<file path="src/design/ex_pkg.sv">
////////////////////////////////////////
// Widths, opcodes and packed bundles shared by the execute stage
// Design modules import this package inside their bodies
////////////////////////////////////////
package ex_pkg;

  ////////////////////////////////////////
  // Widths
  ////////////////////////////////////////

  // Integer datapath width
  localparam int unsigned xlen = 32;
  // Register file address width
  localparam int unsigned reg_addr_w = 5;
  // Shift amount taken from operand b
  localparam int unsigned shamt_w = 5;

  ////////////////////////////////////////
  // Opcodes
  ////////////////////////////////////////

  // ALU operations, comparisons last
  typedef enum logic [3:0] {
    alu_add  = 4'd0,
    alu_sub  = 4'd1,
    alu_and  = 4'd2,
    alu_or   = 4'd3,
    alu_xor  = 4'd4,
    alu_sll  = 4'd5,
    alu_srl  = 4'd6,
    alu_sra  = 4'd7,
    alu_slt  = 4'd8,
    alu_sltu = 4'd9,
    alu_eq   = 4'd10,
    alu_ne   = 4'd11,
    alu_lt   = 4'd12,
    alu_ge   = 4'd13
  } alu_op_e;

  // Low word in one cycle, signed high word in two
  typedef enum logic {
    mult_mul  = 1'b0,
    mult_mulh = 1'b1
  } mult_op_e;

  ////////////////////////////////////////
  // Bundles
  ////////////////////////////////////////

  // ALU request from decode; c is the jump target
  typedef struct packed {
    logic            en;
    alu_op_e         op;
    logic [xlen-1:0] a;
    logic [xlen-1:0] b;
    logic [xlen-1:0] c;
  } alu_req_t;

  // Multiplier request from decode
  typedef struct packed {
    logic            en;
    mult_op_e        op;
    logic [xlen-1:0] a;
    logic [xlen-1:0] b;
  } mult_req_t;

  // Response of one multiplier replica, also the voted response
  typedef struct packed {
    logic [xlen-1:0] result;
    logic            ready;
    logic            mulh_active;
  } mult_rsp_t;

  // One register file write port
  typedef struct packed {
    logic                  we;
    logic [reg_addr_w-1:0] addr;
    logic [xlen-1:0]       data;
  } reg_wr_t;

endpackage

</file>
<file path="src/design/ex_alu.sv">
////////////////////////////////////////
// Integer ALU of the execute stage
// Produces the arithmetic result and the branch comparison flag
////////////////////////////////////////
`timescale 1ns/1ps

module ex_alu (
  input  logic                    clk,
  input  logic                    rst_n,
  input  ex_pkg::alu_req_t        req_i,
  output logic [ex_pkg::xlen-1:0] result_o,
  output logic                    cmp_o,
  output logic                    ready_o
);
  import ex_pkg::*;

  // Shift amount from the low bits of b
  logic [shamt_w-1:0] shamt;
  // Shared comparator outputs
  logic               eq;
  logic               lt_s;
  logic               lt_u;
  // Operands usable once the stage is out of reset
  logic               op_valid_q;

  assign shamt = req_i.b[shamt_w-1:0];
  assign eq    = (req_i.a == req_i.b);
  assign lt_s  = ($signed(req_i.a) < $signed(req_i.b));
  assign lt_u  = (req_i.a < req_i.b);

  ////////////////////////////////////////
  // Comparison
  ////////////////////////////////////////

  // Branch and set-less-than share one comparator
  always_comb begin
    case (req_i.op)
      alu_eq:          cmp_o = eq;
      alu_ne:          cmp_o = !eq;
      alu_lt, alu_slt: cmp_o = lt_s;
      alu_ge:          cmp_o = !lt_s;
      alu_sltu:        cmp_o = lt_u;
      default:         cmp_o = 1'b0;
    endcase
  end

  ////////////////////////////////////////
  // Result
  ////////////////////////////////////////

  always_comb begin
    case (req_i.op)
      alu_add: result_o = req_i.a + req_i.b;
      alu_sub: result_o = req_i.a - req_i.b;
      alu_and: result_o = req_i.a & req_i.b;
      alu_or:  result_o = req_i.a | req_i.b;
      alu_xor: result_o = req_i.a ^ req_i.b;
      alu_sll: result_o = req_i.a << shamt;
      alu_srl: result_o = req_i.a >> shamt;
      // Arithmetic shift keeps the sign of a
      alu_sra: result_o = $unsigned($signed(req_i.a) >>> shamt);
      // Comparisons write the flag zero extended
      default: result_o = {{(xlen-1){1'b0}}, cmp_o};
    endcase
  end

  ////////////////////////////////////////
  // Ready
  ////////////////////////////////////////

  // Low for the first cycle after reset, then always high
  always_ff @(posedge clk or negedge rst_n) begin
    if (!rst_n) begin
      op_valid_q <= 1'b0;
    end else begin
      op_valid_q <= 1'b1;
    end
  end

  assign ready_o = op_valid_q;

endmodule

</file>
<file path="src/design/ex_mult.sv">
////////////////////////////////////////
// One multiplier replica, instantiated three times behind the voter
// MUL answers at once, MULH takes a second cycle
////////////////////////////////////////
`timescale 1ns/1ps

module ex_mult (
  input  logic              clk,
  input  logic              rst_n,
  input  ex_pkg::mult_req_t req_i,
  input  logic              ex_ready_i,
  output ex_pkg::mult_rsp_t rsp_o
);
  import ex_pkg::*;

  // MULH sequence state
  typedef enum logic {
    st_idle = 1'b0,
    st_high = 1'b1
  } mulh_state_e;

  mulh_state_e              state_q;
  mulh_state_e              state_d;
  // Full signed product of a and b
  logic signed [2*xlen-1:0] product;
  // High word kept for the second MULH cycle
  logic [xlen-1:0]          high_q;
  // First enabled cycle of a MULH
  logic                     start_mulh;

  assign product    = $signed(req_i.a) * $signed(req_i.b);
  assign start_mulh = req_i.en && (req_i.op == mult_mulh) && (state_q == st_idle);

  ////////////////////////////////////////
  // MULH sequence
  ////////////////////////////////////////

  always_comb begin
    state_d = state_q;
    case (state_q)
      st_idle: begin
        if (start_mulh) begin
          state_d = st_high;
        end
      end
      // Wait here while the stage is stalled
      st_high: begin
        if (ex_ready_i) begin
          state_d = st_idle;
        end
      end
      default: state_d = st_idle;
    endcase
  end

  always_ff @(posedge clk or negedge rst_n) begin
    if (!rst_n) begin
      state_q <= st_idle;
    end else begin
      state_q <= state_d;
    end
  end

  // Capture the high word on the first cycle
  always_ff @(posedge clk) begin
    if (start_mulh) begin
      high_q <= product[2*xlen-1:xlen];
    end
  end

  ////////////////////////////////////////
  // Response
  ////////////////////////////////////////

  always_comb begin
    rsp_o.mulh_active = (state_q == st_high);
    if (state_q == st_high) begin
      rsp_o.result = high_q;
      rsp_o.ready  = 1'b1;
    end else begin
      // Low word for MUL, not ready on a starting MULH
      rsp_o.result = product[xlen-1:0];
      rsp_o.ready  = !start_mulh;
    end
  end

endmodule

</file>
<file path="src/design/mult_tmr_voter.sv">
////////////////////////////////////////
// Majority voter over the three multiplier replicas
// Combinational, flags any disagreement
////////////////////////////////////////
`timescale 1ns/1ps

module mult_tmr_voter (
  input  ex_pkg::mult_rsp_t rsp_a_i,
  input  ex_pkg::mult_rsp_t rsp_b_i,
  input  ex_pkg::mult_rsp_t rsp_c_i,
  output ex_pkg::mult_rsp_t rsp_o,
  output logic              fault_o
);

  // Pairwise agreement over the whole response
  logic ab_eq;
  logic bc_eq;
  logic ac_eq;

  assign ab_eq = (rsp_a_i == rsp_b_i);
  assign bc_eq = (rsp_b_i == rsp_c_i);
  assign ac_eq = (rsp_a_i == rsp_c_i);

  ////////////////////////////////////////
  // Vote
  ////////////////////////////////////////

  // Any agreeing pair wins
  always_comb begin
    if (ab_eq) begin
      rsp_o = rsp_a_i;
    end else if (bc_eq) begin
      rsp_o = rsp_b_i;
    end else if (ac_eq) begin
      rsp_o = rsp_a_i;
    end else begin
      // No majority, so report not ready and stall the stage
      rsp_o = '0;
    end
  end

  ////////////////////////////////////////
  // Fault flag
  ////////////////////////////////////////

  // Set whenever one replica or more differs
  assign fault_o = !(ab_eq && bc_eq);

endmodule

</file>
<file path="src/design/ex_writeback.sv">
////////////////////////////////////////
// Forwarding port, EX/WB load register and stall handshake
// Sits between the functional units and the writeback stage
////////////////////////////////////////
`timescale 1ns/1ps

module ex_writeback (
  input  logic                          clk,
  input  logic                          rst_n,
  // Functional unit results
  input  logic [ex_pkg::xlen-1:0]       alu_result_i,
  input  ex_pkg::mult_rsp_t             mult_rsp_i,
  input  logic                          alu_ready_i,
  input  logic                          alu_en_i,
  input  logic                          mult_en_i,
  // CSR read data
  input  logic                          csr_access_i,
  input  logic [ex_pkg::xlen-1:0]       csr_rdata_i,
  // ALU write request from decode
  input  logic                          regfile_alu_we_i,
  input  logic [ex_pkg::reg_addr_w-1:0] regfile_alu_waddr_i,
  // Load write request from decode
  input  logic                          regfile_we_i,
  input  logic [ex_pkg::reg_addr_w-1:0] regfile_waddr_i,
  // Load/store unit
  input  logic                          lsu_en_i,
  input  logic                          lsu_ready_i,
  input  logic [ex_pkg::xlen-1:0]       lsu_rdata_i,
  // Stall control
  input  logic                          branch_in_ex_i,
  input  logic                          wb_ready_i,
  output ex_pkg::reg_wr_t               fwd_wr_o,
  output ex_pkg::reg_wr_t               wb_wr_o,
  output logic                          ex_ready_o,
  output logic                          ex_valid_o
);
  import ex_pkg::*;

  // Selected forwarding data
  logic [xlen-1:0]       fwd_data;
  // Pending load write
  logic                  lsu_we_q;
  logic [reg_addr_w-1:0] lsu_waddr_q;

  ////////////////////////////////////////
  // Forwarding port
  ////////////////////////////////////////

  // CSR first, then multiplier, then ALU
  always_comb begin
    if (csr_access_i) begin
      fwd_data = csr_rdata_i;
    end else if (mult_en_i) begin
      fwd_data = mult_rsp_i.result;
    end else if (alu_en_i) begin
      fwd_data = alu_result_i;
    end else begin
      fwd_data = '0;
    end
  end

  assign fwd_wr_o.we   = regfile_alu_we_i;
  assign fwd_wr_o.addr = regfile_alu_waddr_i;
  assign fwd_wr_o.data = fwd_data;

  ////////////////////////////////////////
  // EX/WB load register
  ////////////////////////////////////////

  // ex_valid_o already includes wb_ready_i
  always_ff @(posedge clk or negedge rst_n) begin
    if (!rst_n) begin
      lsu_we_q <= 1'b0;
    end else if (ex_valid_o) begin
      lsu_we_q <= regfile_we_i;
    end else if (wb_ready_i) begin
      // Nothing new, so flush the old write
      lsu_we_q <= 1'b0;
    end
  end

  always_ff @(posedge clk) begin
    if (ex_valid_o) begin
      lsu_waddr_q <= regfile_waddr_i;
    end
  end

  // Load data arrives the cycle after the request
  assign wb_wr_o.we   = lsu_we_q;
  assign wb_wr_o.addr = lsu_waddr_q;
  assign wb_wr_o.data = lsu_rdata_i;

  ////////////////////////////////////////
  // Handshake
  ////////////////////////////////////////

  // Branches finish here without writeback
  assign ex_ready_o = (mult_rsp_i.ready && lsu_ready_i && wb_ready_i) || branch_in_ex_i;

  // Valid goes forward and never looks at ex_ready_o
  assign ex_valid_o = (alu_en_i || mult_en_i || csr_access_i || lsu_en_i) &&
                      alu_ready_i && mult_rsp_i.ready && lsu_ready_i && wb_ready_i;

endmodule

</file>
<file path="src/design/ex_stage.sv">
////////////////////////////////////////
// Execute stage top with ALU, triplicated multiplier and writeback
// Decode drives the requests, writeback takes the two ports
////////////////////////////////////////
`timescale 1ns/1ps

module ex_stage (
  input  logic                          clk,
  input  logic                          rst_n,
  // Requests from decode
  input  ex_pkg::alu_req_t              alu_req_i,
  input  ex_pkg::mult_req_t             mult_req_i,
  input  logic                          csr_access_i,
  input  logic [ex_pkg::xlen-1:0]       csr_rdata_i,
  input  logic                          regfile_alu_we_i,
  input  logic [ex_pkg::reg_addr_w-1:0] regfile_alu_waddr_i,
  input  logic                          regfile_we_i,
  input  logic [ex_pkg::reg_addr_w-1:0] regfile_waddr_i,
  // Load/store unit
  input  logic                          lsu_en_i,
  input  logic                          lsu_ready_i,
  input  logic [ex_pkg::xlen-1:0]       lsu_rdata_i,
  // Stall control
  input  logic                          branch_in_ex_i,
  input  logic                          wb_ready_i,
  // Write ports
  output ex_pkg::reg_wr_t               fwd_wr_o,
  output ex_pkg::reg_wr_t               wb_wr_o,
  // Branch to fetch
  output logic                          branch_decision_o,
  output logic [ex_pkg::xlen-1:0]       jump_target_o,
  output logic                          ex_ready_o,
  output logic                          ex_valid_o,
  output logic                          tmr_fault_o
);
  import ex_pkg::*;

  logic [xlen-1:0] alu_result;
  logic            alu_ready;
  // One response per replica, then the voted one
  mult_rsp_t       rsp_rep [3];
  mult_rsp_t       mult_rsp;

  ////////////////////////////////////////
  // ALU and branch
  ////////////////////////////////////////

  ex_alu u_alu (
    .clk     (clk),
    .rst_n   (rst_n),
    .req_i   (alu_req_i),
    .result_o(alu_result),
    .cmp_o   (branch_decision_o),
    .ready_o (alu_ready)
  );

  // Target computed in decode, carried on operand c
  assign jump_target_o = alu_req_i.c;

  ////////////////////////////////////////
  // Triplicated multiplier
  ////////////////////////////////////////

  for (genvar i = 0; i < 3; i++) begin : gen_mult
    ex_mult u_mult (
      .clk       (clk),
      .rst_n     (rst_n),
      .req_i     (mult_req_i),
      .ex_ready_i(ex_ready_o),
      .rsp_o     (rsp_rep[i])
    );
  end

  mult_tmr_voter u_voter (
    .rsp_a_i(rsp_rep[0]),
    .rsp_b_i(rsp_rep[1]),
    .rsp_c_i(rsp_rep[2]),
    .rsp_o  (mult_rsp),
    .fault_o(tmr_fault_o)
  );

  ////////////////////////////////////////
  // Write ports and handshake
  ////////////////////////////////////////

  ex_writeback u_writeback (
    .clk                (clk),
    .rst_n              (rst_n),
    .alu_result_i       (alu_result),
    .mult_rsp_i         (mult_rsp),
    .alu_ready_i        (alu_ready),
    .alu_en_i           (alu_req_i.en),
    .mult_en_i          (mult_req_i.en),
    .csr_access_i       (csr_access_i),
    .csr_rdata_i        (csr_rdata_i),
    .regfile_alu_we_i   (regfile_alu_we_i),
    .regfile_alu_waddr_i(regfile_alu_waddr_i),
    .regfile_we_i       (regfile_we_i),
    .regfile_waddr_i    (regfile_waddr_i),
    .lsu_en_i           (lsu_en_i),
    .lsu_ready_i        (lsu_ready_i),
    .lsu_rdata_i        (lsu_rdata_i),
    .branch_in_ex_i     (branch_in_ex_i),
    .wb_ready_i         (wb_ready_i),
    .fwd_wr_o           (fwd_wr_o),
    .wb_wr_o            (wb_wr_o),
    .ex_ready_o         (ex_ready_o),
    .ex_valid_o         (ex_valid_o)
  );

endmodule

</file>
<file path="config.mk">
export PLATFORM = sky130hd
export DESIGN_NAME = ex_stage
export DESIGN_NICKNAME = d
export VERILOG_FILES = /design/src/design/ex_pkg.sv /design/src/design/ex_alu.sv /design/src/design/ex_mult.sv /design/src/design/mult_tmr_voter.sv /design/src/design/ex_writeback.sv /design/src/design/ex_stage.sv
export SDC_FILE = /design/constraint.sdc
export NUM_CORES = 2
export LEC_CHECK = 0
export BUFFER_PORTS_ARGS = -buffer_cell sky130_fd_sc_hd__buf_2
export CORE_MARGIN = 3
export CORE_UTILIZATION = 30
export DETAILED_ROUTE_END_ITERATION = 10
export MAX_ROUTING_LAYER = met4
export PLACE_DENSITY = 0.53
export SYNTH_ARGS = -nofsm -noshare
export SYNTH_HDL_FRONTEND = slang
export SYNTH_SLANG_ARGS = --single-unit
</file>
<file path="constraint.sdc">
create_clock -name clk -period 16.25 [get_ports clk]
set_clock_uncertainty 0.1 [all_clocks]
set_input_delay 4.0625 -clock clk [delete_from_list [all_inputs] [get_ports clk]]
set_output_delay 4.0625 -clock clk [all_outputs]
set_load 0.02 [all_outputs]
</file>
==> results.toml <==
[die]
core_sq_um = 177000
io_pins = 362
initial_core_util_pct = 30.3
die_area_sq_um = 184000
dieHeight_microns = 429
dieWidth_microns = 429
num_rows = 154

[cts]
cts_hold_buf = 0
clk_latency_ps = 380
clk_pin_slew_ps = 80
cts_sinks = 106
clock_path_buffers = 2
htree_num_levels = 3
cts_root_buf = "clkbuf_16"
cts_buffers = 9
tritoncts = "yes"

[grt]
gr-total-overflow = 0
grt_util_all_layers_pct = 22.3
grt_max_degree = 63
antenna_found_initial = 6
grt_pass1_wl_microns = 306000
grt_pass1_vias = 48100

[synthesis]
synth_seq_cells = 106
synthTopCellsByArea = "fa_1 (40%), inv_1 (8.3%), ha_1 (6.6%)"
synth_top_area_cell = "fa_1"
async_reset_ff_share_pct = 4.72
syn_area_sq_um = 53600
synth_nets = 7895
syn_inst = 6280
dominantRegCellSynth = "edfxtp_1"
synth_cell_types = 97
yosys_warnings = 0
yosys.area.top_type_share_pct = 40.5
ys_seq_area_share_pct = 5.89
synth.avg_cell_area_sq_um = 8.54
synth_enable_flop_cells = 101

[flow_run]
cap_violations = 0

[worst_setup_path]
cpLargestDelayFamily = "adder cells"
worstSetupStartpointType = "input pin"
required_ps = 12090
critPathSlowestCell = "fa_1"
path_class = "in -> out"
r2r-end = "u_writeback.lsu_waddr_q[3]$_DFFE_PP_"
end_kind = "output port"
crit_top_cell = "fa_1"
reg2reg_slack_ps = 10650
path_max_fanout = 7
cp.buffers_inverters = 12
reg2reg_from = "gen_mult[0].u_mult.state_q$_DFF_PN0_"
crit_arrival_ps = 12680
rr_worst_depth = 17
max_stage_delay_ps = 600

[detailed_routing]
drtAntennaViolNets = 0
drt_iter0_drc = 3791
via_per_inst = 5.14
dr.pass1.iters = 6
wire_per_inst_microns = 22.6
drc_errors = 0
num_vias = 46200
wirelength_microns = 203000

[placed_design]
globalplace.congestion = 0.974
io_buffers = 221
dp_hpwl_microns = 171000

[sta]
fmax_ghz = 0.0594
setup_violations = 35
slew_headroom_pct = 12.3
tightestPinTransition_ps = 1310
maxSlewViolCount = 0
worst_slack_ps = -591
period_share_pct = 104
report.final.hold_viol_count = 0
rsz0062_at_grt = "true"
layout_min_cycle_time_ps = 16840

[layout]
final_nets = 8263
drive_above_1_share_pct = 17.0
area_delta_synth_final_pct = 17.4
fin_util_pct = 35.6

[hold_path]
hp-start = "u_writeback.lsu_we_q$_DFFE_PN0P_"
whs_endpoint = "u_writeback.lsu_we_q$_DFFE_PN0P_"
min_path_type = "reg -> reg"
hold_depth = 1

[outcome]
status = "finished, violations left"
violations = "negative setup slack"
==> cells by family after synthesis <==
group           synth area share (%)
flops                           5.89
xor+xnor                        3.25
mux                             2.68
fa+ha+maj                       47.0
simple gates                    16.9
compound gates                  12.2
buf+inv                         12.0
other cells                  0.00699
==> per-stage QoR <==
step	hold slack, ps	cells	cell area (sq um)	TNS, ps	setup slack (ps)
after floorplan	385	6280	53800	0	3.75
after global routing	475	8996	62900	-23490	-768
after CTS	468	8959	61700	-16120	-573
final	462	8997	62900	-16710	-591
after global placement	424	8921	60100	-30670	-1040
after detailed placement	449	8921	60100	-33890	-1160
==> sequential cells by signal, summed over array words and instances (netlist names) <==
name and cells:
gen_mult.u_mult.high_q 96, u_writeback.lsu_waddr_q 5, u_alu.ready_o 1, u_writeback.lsu_we_q 1, gen_mult.u_mult.state_q 3
==> cells in the mapped netlist (18+ instances only) <==
library cell and n:
nand2_1 786, nor3_1 60, xnor2_1 115, nor2_1 274, o21a_1 25, a22oi_1 19
and2_1 447, nand3_1 82, o21ai_0 221, xor2_1 66, o31ai_1 25, nor2b_1 18
nand4_1 28, nor4_1 21, a21o_1 44, a211oi_1 36, or3_1 32, o21ai_1 18
mux2i_1 77, a221oi_1 39, edfxtp_1 101, nand2b_1 57, o22ai_1 30, mux4_2 22
o221ai_1 20, o211ai_1 59, o21bai_1 28, inv_1 1185, a31oi_1 41, fa_1 1084
and3_1 18, buf_4 73, ha_1 281, buf_1 23, a21oi_1 216, clkbuf_1 338
==> metal layers <==
metal  share of wire [%]  global-route usage [%]
met1                  42                    28.9
met2                  49                    37.3
met3                 5.6                    2.31
met4                 3.3                    5.97
met5                   0                       -
==> how the worst max path moves through the flow <==
stage	startpoint	endpoint	slack (ps)	cells after the start
after floorplan	mult_req_i[45]	fwd_wr_o[20]	4	29
after global placement	mult_req_i[40]	fwd_wr_o[16]	-1040	32
after detailed placement	mult_req_i[42]	fwd_wr_o[23]	-1160	30
after CTS	mult_req_i[2]	fwd_wr_o[29]	-570	29
after global routing	mult_req_i[40]	fwd_wr_o[22]	-770	35
final	mult_req_i[40]	fwd_wr_o[24]	-590	34
==> cells in the final DEF, fill, tap and decap left out, types with 30 or more instances in the layout <==
master    instances
a21o_1           44
a21oi_1         197
a31oi_1          31
and2_1          435
buf_12           30
buf_2           153
buf_4           532
buf_6            73
edfxtp_1        101
fa_1           1069
ha_1            262
inv_1          1170
mux2i_1          76
nand2_1         775
nand2b_1         57
nand3_1          80
nor2_1          265
nor3_1           52
o211ai_1         59
o21ai_0         201
xnor2_1         109
xor2_1           65
==> timing repair <==
action                     CTS  global route
resized for setup          264           203
pin swaps                   45            83
setup endpoints to repair   35            35
gates cloned                 2             4
setup buffers               22            31
==> worst reg2reg max path: stages (launching register included) <==
cell and delay [ps]:
dfrtp_2 370, buf_4 520, buf_4 700, and2_1 440, a41oi_1 160, nor2_1 110, a211oi_1 100, nor3_1 350
o2111ai_2 220, a211o_1 300, a2111o_1 290, or4_4 560, buf_6 160, a211oi_4 160, buf_6 160, o22ai_4 130
a211oi_4 320, buf_4 190
==> layout make-up <==
| type | count | area (sq um) |
|---|---|---|
| Clock buffer | 9 | 225 |
| Timing Repair Buffer | 806 | 6500 |
| Fill cell | 18400 | 114000 |
| Inverter | 1188 | 4460 |
| Multi-Input combinational cell | 4537 | 45600 |
| Tap cell | 2340 | 2930 |
| Antenna cell | 4 | 10.0 |
| Sequential cell | 106 | 3160 |
| Clock inverter | 7 | 81.3 |
Power is left out: the tool's default activity adds up to more than one toggle a clock period on the data nets, which glitch-free logic cannot reach.
